<file path="config.mk">
export PLATFORM = sky130hd
export DESIGN_NAME = cpu6_maindec
export DESIGN_NICKNAME = d
export VERILOG_FILES = /design/src/source/cpu6_pkg.sv /design/src/source/cpu6_control_table.sv /design/src/source/cpu6_decode_reg.sv /design/src/source/cpu6_instr_class.sv /design/src/source/cpu6_maindec.sv
export SDC_FILE = /design/constraint.sdc
export NUM_CORES = 1
export LEC_CHECK = 0
export ABC_AREA = 1
export BUFFER_PORTS_ARGS = -buffer_cell sky130_fd_sc_hd__buf_2
export CAP_MARGIN = 10
export CELL_PAD_IN_SITES_DETAIL_PLACEMENT = 1
export CELL_PAD_IN_SITES_GLOBAL_PLACEMENT = 2
export CORE_UTILIZATION = 25
export CTS_CLUSTER_DIAMETER = 50
export DETAILED_ROUTE_END_ITERATION = 7
export HOLD_SLACK_MARGIN = 0.15
export MAX_ROUTING_LAYER = met4
export PLACE_DENSITY_LB_ADDON = 0.1
export SYNTH_ARGS = -nofsm -noshare
export SYNTH_HDL_FRONTEND = slang
export SYNTH_HIERARCHICAL = 1
export SYNTH_SLANG_ARGS = --single-unit
</file>
<file path="constraint.sdc">
create_clock -name clk -period 2.64 [get_ports clk]
set_clock_uncertainty 0.05 [all_clocks]
set_input_delay 0.132 -clock clk [delete_from_list [all_inputs] [get_ports clk]]
set_output_delay 0.132 -clock clk [all_outputs]
set_load 0.02 [all_outputs]
</file>
<file path="src/source/cpu6_pkg.sv">
package cpu6_pkg;

   localparam int XLEN     = 32;                 // instruction width
   localparam int OPCODE_W = 7;
   localparam int FUNCT3_W = 3;
   localparam int FUNCT7_W = 7;

   // funct7 patterns that the decoder cares about
   localparam logic [FUNCT7_W-1:0] F7_BASE = 7'b0000000;   // add, and
   localparam logic [FUNCT7_W-1:0] F7_SUB  = 7'b0100000;   // sub
   localparam logic [FUNCT7_W-1:0] F7_MRET = 7'b0011000;   // mret

   typedef enum logic [OPCODE_W-1:0] {
      opc_load   = 7'b0000011,
      opc_store  = 7'b0100011,
      opc_op_imm = 7'b0010011,                   // addi, andi
      opc_op     = 7'b0110011,                   // add, sub, and
      opc_branch = 7'b1100011,
      opc_jalr   = 7'b1100111,
      opc_system = 7'b1110011,                   // csr forms and mret
      opc_lui    = 7'b0110111,
      opc_auipc  = 7'b0010111
   } opcode_e;

   typedef enum logic [2:0] {
      bt_beq      = 3'b000,
      bt_bne      = 3'b001,
      bt_nobranch = 3'b010                       // nonzero on purpose
   } branchtype_e;

   typedef enum logic [1:0] {
      aluop_lwswjalr = 2'b00,                    // plain address add
      aluop_branch   = 2'b01,                    // compare
      aluop_arith    = 2'b10                     // funct3/funct7 pick the op
   } aluop_e;

   typedef enum logic [2:0] {
      imm_r = 3'b000,                            // no immediate
      imm_i = 3'b001,
      imm_s = 3'b010,
      imm_b = 3'b011,
      imm_u = 3'b100
   } immtype_e;

   typedef enum logic [1:0] {
      wsc_w = 2'b01,                             // same as funct3[1:0]
      wsc_s = 2'b10,
      wsc_c = 2'b11
   } csr_wsc_e;

   typedef enum logic {
      alusrc_rs2 = 1'b0,
      alusrc_imm = 1'b1
   } alusrc_e;

   typedef enum logic {
      csr_src_rs1  = 1'b0,
      csr_src_uimm = 1'b1                        // rs1 field used as zimm
   } csr_src_e;

   typedef enum logic [4:0] {
      kind_illegal,
      kind_lw, kind_sw,
      kind_addi, kind_add, kind_sub, kind_andi, kind_and,
      kind_beq, kind_bne,
      kind_jalr,
      kind_lui, kind_auipc,
      kind_csrrw, kind_csrrs, kind_csrrc,
      kind_csrrwi, kind_csrrsi, kind_csrrci,
      kind_mret
   } instr_kind_e;

endpackage

</file>
<file path="src/source/cpu6_control_table.sv">
`timescale 1ns/100ps

module cpu6_control_table import cpu6_pkg::*; (
   input  instr_kind_e kind,                     // from the classifier
   output logic        lui,
   output logic        auipc,
   output logic        mret,
   output logic        csr,                      // csr access enable
   output csr_src_e    csr_src,                  // rs1 or zimm operand
   output csr_wsc_e    csr_wsc,                  // write, set or clear
   output logic        memtoreg,
   output logic        memwrite,
   output branchtype_e branchtype,
   output alusrc_e     alusrc,
   output logic        regwrite,
   output logic        jump,
   output aluop_e      aluop,
   output immtype_e    immtype,
   output logic        illinstr
);

   always_comb begin
      // quiet word first, each kind only sets what differs
      lui        = 1'b0;
      auipc      = 1'b0;
      mret       = 1'b0;
      csr        = 1'b0;
      csr_src    = csr_src_rs1;
      csr_wsc    = wsc_w;
      memtoreg   = 1'b0;
      memwrite   = 1'b0;
      branchtype = bt_nobranch;
      alusrc     = alusrc_imm;
      regwrite   = 1'b0;
      jump       = 1'b0;
      aluop      = aluop_lwswjalr;
      immtype    = imm_i;
      illinstr   = 1'b0;

      case (kind)
         kind_lw: begin
            memtoreg = 1'b1;                     // rd from memory
            regwrite = 1'b1;
         end
         kind_sw: begin
            memwrite = 1'b1;
            immtype  = imm_s;                    // split immediate
         end
         kind_addi, kind_andi: begin
            regwrite = 1'b1;
            aluop    = aluop_arith;
         end
         kind_add, kind_sub, kind_and: begin
            regwrite = 1'b1;
            alusrc   = alusrc_rs2;               // second operand from regfile
            aluop    = aluop_arith;
            immtype  = imm_r;
         end
         kind_beq, kind_bne: begin
            branchtype = (kind == kind_beq) ? bt_beq : bt_bne;
            alusrc     = alusrc_rs2;
            aluop      = aluop_branch;           // alu does the compare
            immtype    = imm_b;
         end
         kind_jalr: begin
            regwrite = 1'b1;                     // link address to rd
            jump     = 1'b1;
         end
         kind_lui, kind_auipc: begin
            lui      = (kind == kind_lui);
            auipc    = (kind == kind_auipc);
            regwrite = 1'b1;
            immtype  = imm_u;                    // upper 20 bits
         end
         kind_csrrw, kind_csrrs, kind_csrrc,
         kind_csrrwi, kind_csrrsi, kind_csrrci: begin
            csr      = 1'b1;
            regwrite = 1'b1;                     // old csr value to rd
            if (kind == kind_csrrs || kind == kind_csrrsi)
               csr_wsc = wsc_s;
            else if (kind == kind_csrrc || kind == kind_csrrci)
               csr_wsc = wsc_c;
            if (kind inside {kind_csrrwi, kind_csrrsi, kind_csrrci})
               csr_src = csr_src_uimm;           // immediate forms
         end
         kind_mret: begin
            mret = 1'b1;                         // trap return only
         end
         default: begin
            illinstr = 1'b1;                     // everything else stays quiet
         end
      endcase
   end

endmodule

</file>
<file path="src/source/cpu6_decode_reg.sv">
`timescale 1ns/100ps

module cpu6_decode_reg import cpu6_pkg::*; (
   input  logic        clk,
   input  logic        rst_n,                    // sync, active low
   input  logic        instr_valid,              // one-cycle strobe
   input  logic        flush,                    // kill the stage
   input  logic        tbl_lui,                  // unregistered table fields
   input  logic        tbl_auipc,
   input  logic        tbl_mret,
   input  logic        tbl_csr,
   input  csr_src_e    tbl_csr_src,
   input  csr_wsc_e    tbl_csr_wsc,
   input  logic        tbl_memtoreg,
   input  logic        tbl_memwrite,
   input  branchtype_e tbl_branchtype,
   input  alusrc_e     tbl_alusrc,
   input  logic        tbl_regwrite,
   input  logic        tbl_jump,
   input  aluop_e      tbl_aluop,
   input  immtype_e    tbl_immtype,
   input  logic        tbl_illinstr,
   output logic        out_valid,                // high one cycle after strobe
   output logic        lui,
   output logic        auipc,
   output logic        mret,
   output logic        csr,
   output csr_src_e    csr_src,
   output csr_wsc_e    csr_wsc,
   output logic        memtoreg,
   output logic        memwrite,
   output branchtype_e branchtype,
   output alusrc_e     alusrc,
   output logic        regwrite,
   output logic        jump,
   output aluop_e      aluop,
   output immtype_e    immtype,
   output logic        illinstr
);

   always_ff @(posedge clk) begin
      if (!rst_n || flush) begin                 // reset and flush share the quiet word
         out_valid  <= 1'b0;
         lui        <= 1'b0;
         auipc      <= 1'b0;
         mret       <= 1'b0;
         csr        <= 1'b0;
         csr_src    <= csr_src_rs1;
         csr_wsc    <= wsc_w;
         memtoreg   <= 1'b0;
         memwrite   <= 1'b0;
         branchtype <= bt_nobranch;              // not zero, see pkg
         alusrc     <= alusrc_imm;
         regwrite   <= 1'b0;
         jump       <= 1'b0;
         aluop      <= aluop_lwswjalr;
         immtype    <= imm_i;
         illinstr   <= 1'b0;
      end else begin
         out_valid <= instr_valid;               // drops when no strobe
         if (instr_valid) begin                  // otherwise fields hold
            lui        <= tbl_lui;
            auipc      <= tbl_auipc;
            mret       <= tbl_mret;
            csr        <= tbl_csr;
            csr_src    <= tbl_csr_src;
            csr_wsc    <= tbl_csr_wsc;
            memtoreg   <= tbl_memtoreg;
            memwrite   <= tbl_memwrite;
            branchtype <= tbl_branchtype;
            alusrc     <= tbl_alusrc;
            regwrite   <= tbl_regwrite;
            jump       <= tbl_jump;
            aluop      <= tbl_aluop;
            immtype    <= tbl_immtype;
            illinstr   <= tbl_illinstr;
         end
      end
   end

endmodule

</file>
<file path="src/source/cpu6_instr_class.sv">
`timescale 1ns/100ps

module cpu6_instr_class import cpu6_pkg::*; #(
   parameter bit CSR_EN = 1'b1                   // 0: system opcode is illegal
) (
   input  logic [XLEN-1:0] instr,                // raw instruction word
   output instr_kind_e     kind                  // one of nineteen, or illegal
);

   logic [OPCODE_W-1:0] opcode;                  // bits 6..0
   logic [FUNCT3_W-1:0] funct3;                  // bits 14..12
   logic [FUNCT7_W-1:0] funct7;                  // bits 31..25

   assign opcode = instr[OPCODE_W-1:0];
   assign funct3 = instr[12 +: FUNCT3_W];
   assign funct7 = instr[XLEN-1 -: FUNCT7_W];

   always_comb begin
      kind = kind_illegal;                       // default for unmatched words
      case (opcode)
         opc_load: begin
            if (funct3 == 3'b010)
               kind = kind_lw;                   // lb, lh, lbu, lhu not supported
         end
         opc_store: begin
            if (funct3 == 3'b010)
               kind = kind_sw;                   // word stores only
         end
         opc_lui:   kind = kind_lui;
         opc_auipc: kind = kind_auipc;
         opc_op_imm: begin
            case (funct3)
               3'b000:  kind = kind_addi;
               3'b111:  kind = kind_andi;
               default: kind = kind_illegal;     // slti, xori, shifts...
            endcase
         end
         opc_op: begin
            if (funct3 == 3'b000 && funct7 == F7_BASE)
               kind = kind_add;
            else if (funct3 == 3'b000 && funct7 == F7_SUB)
               kind = kind_sub;
            else if (funct3 == 3'b111 && funct7 == F7_BASE)
               kind = kind_and;
         end
         opc_branch: begin
            case (funct3)
               3'b000:  kind = kind_beq;
               3'b001:  kind = kind_bne;
               default: kind = kind_illegal;     // blt/bge family not supported
            endcase
         end
         opc_jalr: begin
            if (funct3 == 3'b000)
               kind = kind_jalr;
         end
         opc_system: begin
            if (CSR_EN) begin                    // build without csr keeps illegal
               case (funct3)
                  3'b000: begin
                     if (funct7 == F7_MRET)
                        kind = kind_mret;        // rs2/rs1/rd ignored
                  end
                  3'b001:  kind = kind_csrrw;
                  3'b010:  kind = kind_csrrs;
                  3'b011:  kind = kind_csrrc;
                  3'b101:  kind = kind_csrrwi;
                  3'b110:  kind = kind_csrrsi;
                  3'b111:  kind = kind_csrrci;
                  default: kind = kind_illegal;  // funct3 100 reserved
               endcase
            end
         end
         default: kind = kind_illegal;
      endcase
   end

endmodule

</file>
<file path="src/source/cpu6_maindec.sv">
`timescale 1ns/100ps

module cpu6_maindec import cpu6_pkg::*; #(
   parameter bit CSR_EN = 1'b1                   // 0 builds without csr/mret
) (
   input  logic            clk,
   input  logic            rst_n,
   input  logic            instr_valid,
   input  logic [XLEN-1:0] instr,
   input  logic            flush,
   output logic            out_valid,
   output logic            lui,
   output logic            auipc,
   output logic            mret,
   output logic            csr,
   output csr_src_e        csr_src,
   output csr_wsc_e        csr_wsc,
   output logic            memtoreg,
   output logic            memwrite,
   output branchtype_e     branchtype,
   output alusrc_e         alusrc,
   output logic            regwrite,
   output logic            jump,
   output aluop_e          aluop,
   output immtype_e        immtype,
   output logic            illinstr
);

   instr_kind_e kind;                            // classifier to table

   // table outputs, before the stage register
   logic        tbl_lui;
   logic        tbl_auipc;
   logic        tbl_mret;
   logic        tbl_csr;
   csr_src_e    tbl_csr_src;
   csr_wsc_e    tbl_csr_wsc;
   logic        tbl_memtoreg;
   logic        tbl_memwrite;
   branchtype_e tbl_branchtype;
   alusrc_e     tbl_alusrc;
   logic        tbl_regwrite;
   logic        tbl_jump;
   aluop_e      tbl_aluop;
   immtype_e    tbl_immtype;
   logic        tbl_illinstr;

   cpu6_instr_class #(
      .CSR_EN (CSR_EN)
   ) class0 (
      .instr (instr),
      .kind  (kind)
   );

   cpu6_control_table table0 (
      .kind       (kind),
      .lui        (tbl_lui),        .auipc    (tbl_auipc),
      .mret       (tbl_mret),       .csr      (tbl_csr),
      .csr_src    (tbl_csr_src),    .csr_wsc  (tbl_csr_wsc),
      .memtoreg   (tbl_memtoreg),   .memwrite (tbl_memwrite),
      .branchtype (tbl_branchtype), .alusrc   (tbl_alusrc),
      .regwrite   (tbl_regwrite),   .jump     (tbl_jump),
      .aluop      (tbl_aluop),      .immtype  (tbl_immtype),
      .illinstr   (tbl_illinstr)
   );

   cpu6_decode_reg reg0 (
      .clk            (clk),            .rst_n        (rst_n),
      .instr_valid    (instr_valid),    .flush        (flush),
      .tbl_lui        (tbl_lui),        .tbl_auipc    (tbl_auipc),
      .tbl_mret       (tbl_mret),       .tbl_csr      (tbl_csr),
      .tbl_csr_src    (tbl_csr_src),    .tbl_csr_wsc  (tbl_csr_wsc),
      .tbl_memtoreg   (tbl_memtoreg),   .tbl_memwrite (tbl_memwrite),
      .tbl_branchtype (tbl_branchtype), .tbl_alusrc   (tbl_alusrc),
      .tbl_regwrite   (tbl_regwrite),   .tbl_jump     (tbl_jump),
      .tbl_aluop      (tbl_aluop),      .tbl_immtype  (tbl_immtype),
      .tbl_illinstr   (tbl_illinstr),
      .out_valid      (out_valid),
      .lui            (lui),            .auipc        (auipc),
      .mret           (mret),           .csr          (csr),
      .csr_src        (csr_src),        .csr_wsc      (csr_wsc),
      .memtoreg       (memtoreg),       .memwrite     (memwrite),
      .branchtype     (branchtype),     .alusrc       (alusrc),
      .regwrite       (regwrite),       .jump         (jump),
      .aluop          (aluop),          .immtype      (immtype),
      .illinstr       (illinstr)
   );

endmodule

</file>
# After elaboration in Yosys (flattened, before gate mapping)
# Index checks and enable logic that the tools add are counted.
classes:
  eq_ne: 36
  n_reduce_logical: 18
  muxes: 30
op_table:
  columns: ["operator", "count"]
  rows:
  - ["case mux 5 bit (9 select lines)", 1]
  - ["equality test 5 x 4 -> 1 bit, second input constant", 8]
  - ["case mux 5 bit (7 select lines)", 1]
  - ["equality test 7 x 6 -> 1 bit, second input constant", 4]
  - ["equality test 7 x 5 -> 1 bit, second input constant", 3]
  - ["equality test 7 bit, second input constant", 3]
  - ["equality test 5 x 3 -> 1 bit, second input constant", 4]
  - ["equality test 5 bit, second input constant", 4]
  - ["OR reduction 19 bit", 1]
  - ["2-to-1 mux 5 bit", 3]
  - ["OR reduction 15 bit", 1]
  - ["2-to-1 mux 1 bit", 14]
  - ["case mux 3 bit (4 select lines)", 1]
  - ["equality test 5 x 2 -> 1 bit, second input constant", 2]
  - ["OR reduction 5 bit", 2]
  - ["equality test 3 bit, second input constant", 3]
  - ["2-to-1 mux 2 bit", 4]
  - ["case mux 4 bit (2 select lines)", 1]
  - ["equality test 7 x 2 -> 1 bit, second input constant", 1]
  - ["logical NOT 7 bit", 1]
  - ["equality test 3 x 2 -> 1 bit, second input constant", 2]
  - ["2-to-1 mux 3 bit", 2]
  - ["case mux 3 bit (2 select lines)", 1]
  - ["OR reduction 6 bit", 1]
  - ["11 further kinds", 16]
word_totals:
  in_bits: 36
  output_inout_bits: 22
  regBits: 22
  elab_cells: 100

# Logic depth before layout (Yosys ltp)
depth:
  depth_word: 11
  ltp_mapped: 16
  ltp_nobuf: 16

# Modules after synthesis
# Netlist, hierarchy kept.
by_module_without_submodules:
  columns: ["mod", "area_per_inst_um2", "cells_per_inst", "instances", "seq_area_each_um2"]
  rows:
  - ["cpu6_decode_reg", 784.5, 95, 1, 440.4]
  - ["cpu6_instr_class", 395.4, 91, 1, 0.0]
  - ["cpu6_control_table", 304.0, 66, 1, 0.0]

# Worst setup path after synthesis
# OpenSTA, ideal clock, no wires.
synth_timing:
  kind: "in2reg"
  startpoint: "in instr[12]"
  endpoint: "reg reg0.illinstr"
  n_path_buf: 0
  required_time_ns: 2.469
  setup_ns: 0.121
  arrival_ns: 1.491
  cell_stages: 12
  setup_slack_ns: 0.979
  cell_sequence: "inv_1 > nand2_2 > nor2_4 > nand3_1 > a21oi_1 > inv_2 > nor3_1 > nand2_1 > nand4_1 > nor2_1 > nand2_1 > a21oi_1"
synth_between:
  elab_cells_between_ends: 41
  cone_classes: "eq/ne: 25; mux: 11; reduce/logical: 5"
synth_lines:
  columns: ["element", "line_no", "rtl"]
  rows:
  - ["start, declared", "cpu6_maindec.sv:9", "input logic [XLEN-1:0] instr,"]
  - ["branches (longest 3 deep; another with case mux 5 bit (7 select lines))", null, null]
  - ["case mux 5 bit (9 select lines) *", "cpu6_instr_class.sv:20", "case (opcode)"]
  - ["via kind[4]", "cpu6_maindec.sv:29", "instr_kind_e kind;"]
  - ["equality test 5 x 1 -> 1 bit (tied with other cells)", "cpu6_control_table.sv:40", "case (kind)"]
  - ["OR reduction 19 bit (no source line) *", null, null]
  - ["2-to-1 mux 1 bit *", "cpu6_control_table.sv:40", null]
  - ["via tbl_illinstr", "cpu6_maindec.sv:46", "logic tbl_illinstr;"]
  - ["end signal, assigned", "cpu6_decode_reg.sv:76", "illinstr <= tbl_illinstr;"]
  - ["end, declared", "cpu6_decode_reg.sv:38", "output logic illinstr"]
# Mark *: on every way through the listed nets, which the timed path passes.
# A chain may end at the register's enable or synchronous reset.

# Worst setup path in the final report
# Ends and elaborated chain as after synthesis.

==> results.py <==
metrics = {
    "critical_path": {
        "required_ns": 2.73,
        "rr_worst_depth": 2,
        "critPathMaxFanout": 9,
        "rrSetupSlack_ns": 1.97,
        "crit_type": "input port to flip-flop",
        "r2r-end": "reg0/illinstr",
        "critPathLaunchType": "input port",
        "r2r_start": "reg0/illinstr",
        "critPathCaptureType": "flip-flop",
        "crit_arrival_ns": 2.05,
    },
    "cells_and_area": {
        "drive_gt1_frac": 0.219,
        "fin_util": 0.320,
        "fill_cells": 776,
        "insertedDiodeCount": 0,
        "final_cell_area_um2": 1800,
        "finalNetCount": 329,
        "syn2layout_area_growth_pct": 21.0,
    },
    "power": {
        "max-vdd-ir-drop_v": 0.000216,
        "p_leak_nw": 0.955,
        "cellPowerDensity_nw_per_um2": 413,
    },
    "clock_network": {
        "htreeDepth": 1,
        "ctsResizeCount": 0,
        "path_clk_slew_ns": 0.09,
        "cts_buffer_depth": 2,
        "cts_buffers": 3,
        "cts_root_buffer": "clkbuf_8",
        "cts_setup_buffers": 0,
        "hold_buffers": 0,
        "cts_tree": "yes",
        "clk_latency_ns": 0.27,
        "clock-sinks": 22,
    },
    "worst_hold_path": {
        "min_path_cells": 3,
        "hold_path_class": "input port to flip-flop",
        "worst_hold_path.endpoint": "reg0/mret",
        "hp-start": "instr_valid",
    },
    "placement": {
        "post_dp_cell_area_um2": 1720,
        "hpwl_um": 3130,
        "io_buffers": 42,
        "dpl_worst_slack_ns": 0.352,
        "place_congestion": 0.782,
    },
    "drt": {
        "drt_iter0_drc": 35,
        "viasPerCell": 4.45,
        "dr.pass1.iters": 3,
        "wl_per_cell_um": 10.7,
        "drc_errors": 0,
        "vias": 1618,
        "postRouteAntennaNets": 0,
        "wl_um": 3890,
    },
    "sta": {
        "setup_tns_ns": 0,
        "hold_violations": 0,
        "fmax_mhz": 511,
        "holdWs_ns": 0.247,
        "fin_ws_ns": 0.683,
        "rsz0062_at_grt": "false",
        "min_period_ns": 1.96,
        "fin_crit_sh": 0.741,
        "slew_violations": 0,
        "finalSetupViolCount": 0,
    },
    "synth": {
        "netlist_area_um2": 1480,
        "synth_enable_flop_cells": 0,
        "synth_area_leaders": "dfxtp_1, nand2_1, nand3_1, nor2_1, inv_1",
        "ys_ff_latch": 22,
        "synth_nets": 288,
        "ys_seq_area_frac": 0.297,
        "synthCells": 252,
        "synth_commonest_cells": "nand2_1, nor2_1, inv_1",
        "synth.largest_area_cell": "dfxtp_1",
        "avgSynthCellArea_um2": 5.89,
        "async_reset_ff_frac": 0,
        "yosysUniqueCellTypes": 21,
        "yosysMostFrequentCell": "nand2_1",
        "yosysTopAreaCellShare": 0.297,
        "ys_warn_count": 6,
        "dominantRegCellSynth": "dfxtp_1",
    },
    "floorplan": {
        "ios": 58,
        "rows": 27,
        "dieArea_um2": 6250,
        "die_x_um": 79.0,
        "die_h_um": 79.0,
        "core_um2": 5610,
        "start_util": 0.265,
    },
    "global_routing": {
        "grt_util_all_layers": 0.139,
        "antenna_found_initial": 0,
        "grt_max_degree": 23,
        "grt_overflow": 0,
        "grt_pass1_vias": 1607,
        "grt_pass1_wl_um": 6930,
    },
    "status": {
        "outcome": "completed",
    },
    "job": {
        "maxCapViolCount": 0,
    },
}
-- worst max-delay path, stage by stage --
cell,delay [ns]
buf_2,0.12
inv_1,0.10
nand2_2,0.10
nor2_4,0.16
nand3_1,0.16
a21oi_1,0.38
inv_2,0.17
nor3_1,0.31
nand2_1,0.14
nand4_1,0.10
nor2_1,0.06
nand2_1,0.06
a21oi_1,0.07
-- sequential cells by signal, indices dropped and copies added, names as in the netlist, 2 cells and up --
name and count:
reg0/immtype 3, reg0/csr_wsc 2, reg0/aluop 2, reg0/branchtype 3
-- power breakdown --
| part | switching (mW) | total, mW | internal [mW] |
|---|---|---|---|
| Sequential | 0.00181 | 0.337 | 0.336 |
| Clock | 0.113 | 0.315 | 0.203 |
| Combinational | 0.0602 | 0.0888 | 0.0286 |
-- layer usage --
| metal | up-vias | track usage | routed length [um] |
|---|---|---|---|
| li1 | 862 | - | - |
| met1 | 727 | 0.180 | 1990 |
| met2 | 27 | 0.228 | 1730 |
| met3 | 2 | 0.0287 | 146 |
| met4 | 0 | 0.0218 | 19 |
| met5 | - | - | 0 |
-- per-stage QoR --
step	cells	power [mW]
6_report	364	0.742
5_1_grt	364	0.777
4_1_cts	364	0.756
3_5_place_dp	360	0.436
3_3_place_gp	360	0.435
2_1_floorplan	252	0.407
-- cell families (layout without fill, tap and decap cells) --
group | after synthesis | after routing | synth area share
AND/OR/NAND/NOR | 167 | 167 | 0.492
buffers and inverters | 39 | 79 | 0.124
other | 1 | 1 | 0.00253
AO/OA/AOI/OAI | 23 | 23 | 0.0852
flip-flops | 22 | 22 | 0.297
-- placed cells by master (no fill, tap or decap), types with 2 or more instances in the layout --
cell type  netlist  routed
nand2_1         88      88
buf_2            0      42
nor2_1          32      32
inv_1           29      29
nand3_1         24      24
dfxtp_1         22      22
a21oi_1         17      17
nor3_1           5       5
nand2_2          5       5
inv_2            4       4
nand4_1          4       4
nor2_4           3       3
o21ai_0          3       3
clkbuf_8         0       3
nand3b_1         2       2
a21oi_2          2       2
nor2_2           2       2
-- area by class of cell --
| type | instances | area, um^2 | area share |
|---|---|---|---|
| Clock buffer | 3 | 41.3 | 0.0230 |
| Tap cell | 72 | 90.1 | 0.0502 |
| Multi-Input combinational cell | 191 | 860 | 0.479 |
| Clock inverter | 1 | 30.0 | 0.0167 |
| Sequential cell | 22 | 440 | 0.245 |
| Timing Repair Buffer | 42 | 210 | 0.117 |
| Inverter | 33 | 124 | 0.0690 |
-- worst max path at each step --
stage / from / end / depth (start not counted)
2_1_floorplan: instr[12] / reg0/illinstr / 12
3_3_place_gp: instr[12] / reg0/illinstr / 13
3_5_place_dp: instr[12] / reg0/illinstr / 13
4_1_cts: instr[12] / reg0/illinstr / 14
5_1_grt: instr[12] / reg0/illinstr / 13
6_report: instr[12] / reg0/illinstr / 13
(Power assumes the default switching activity.)
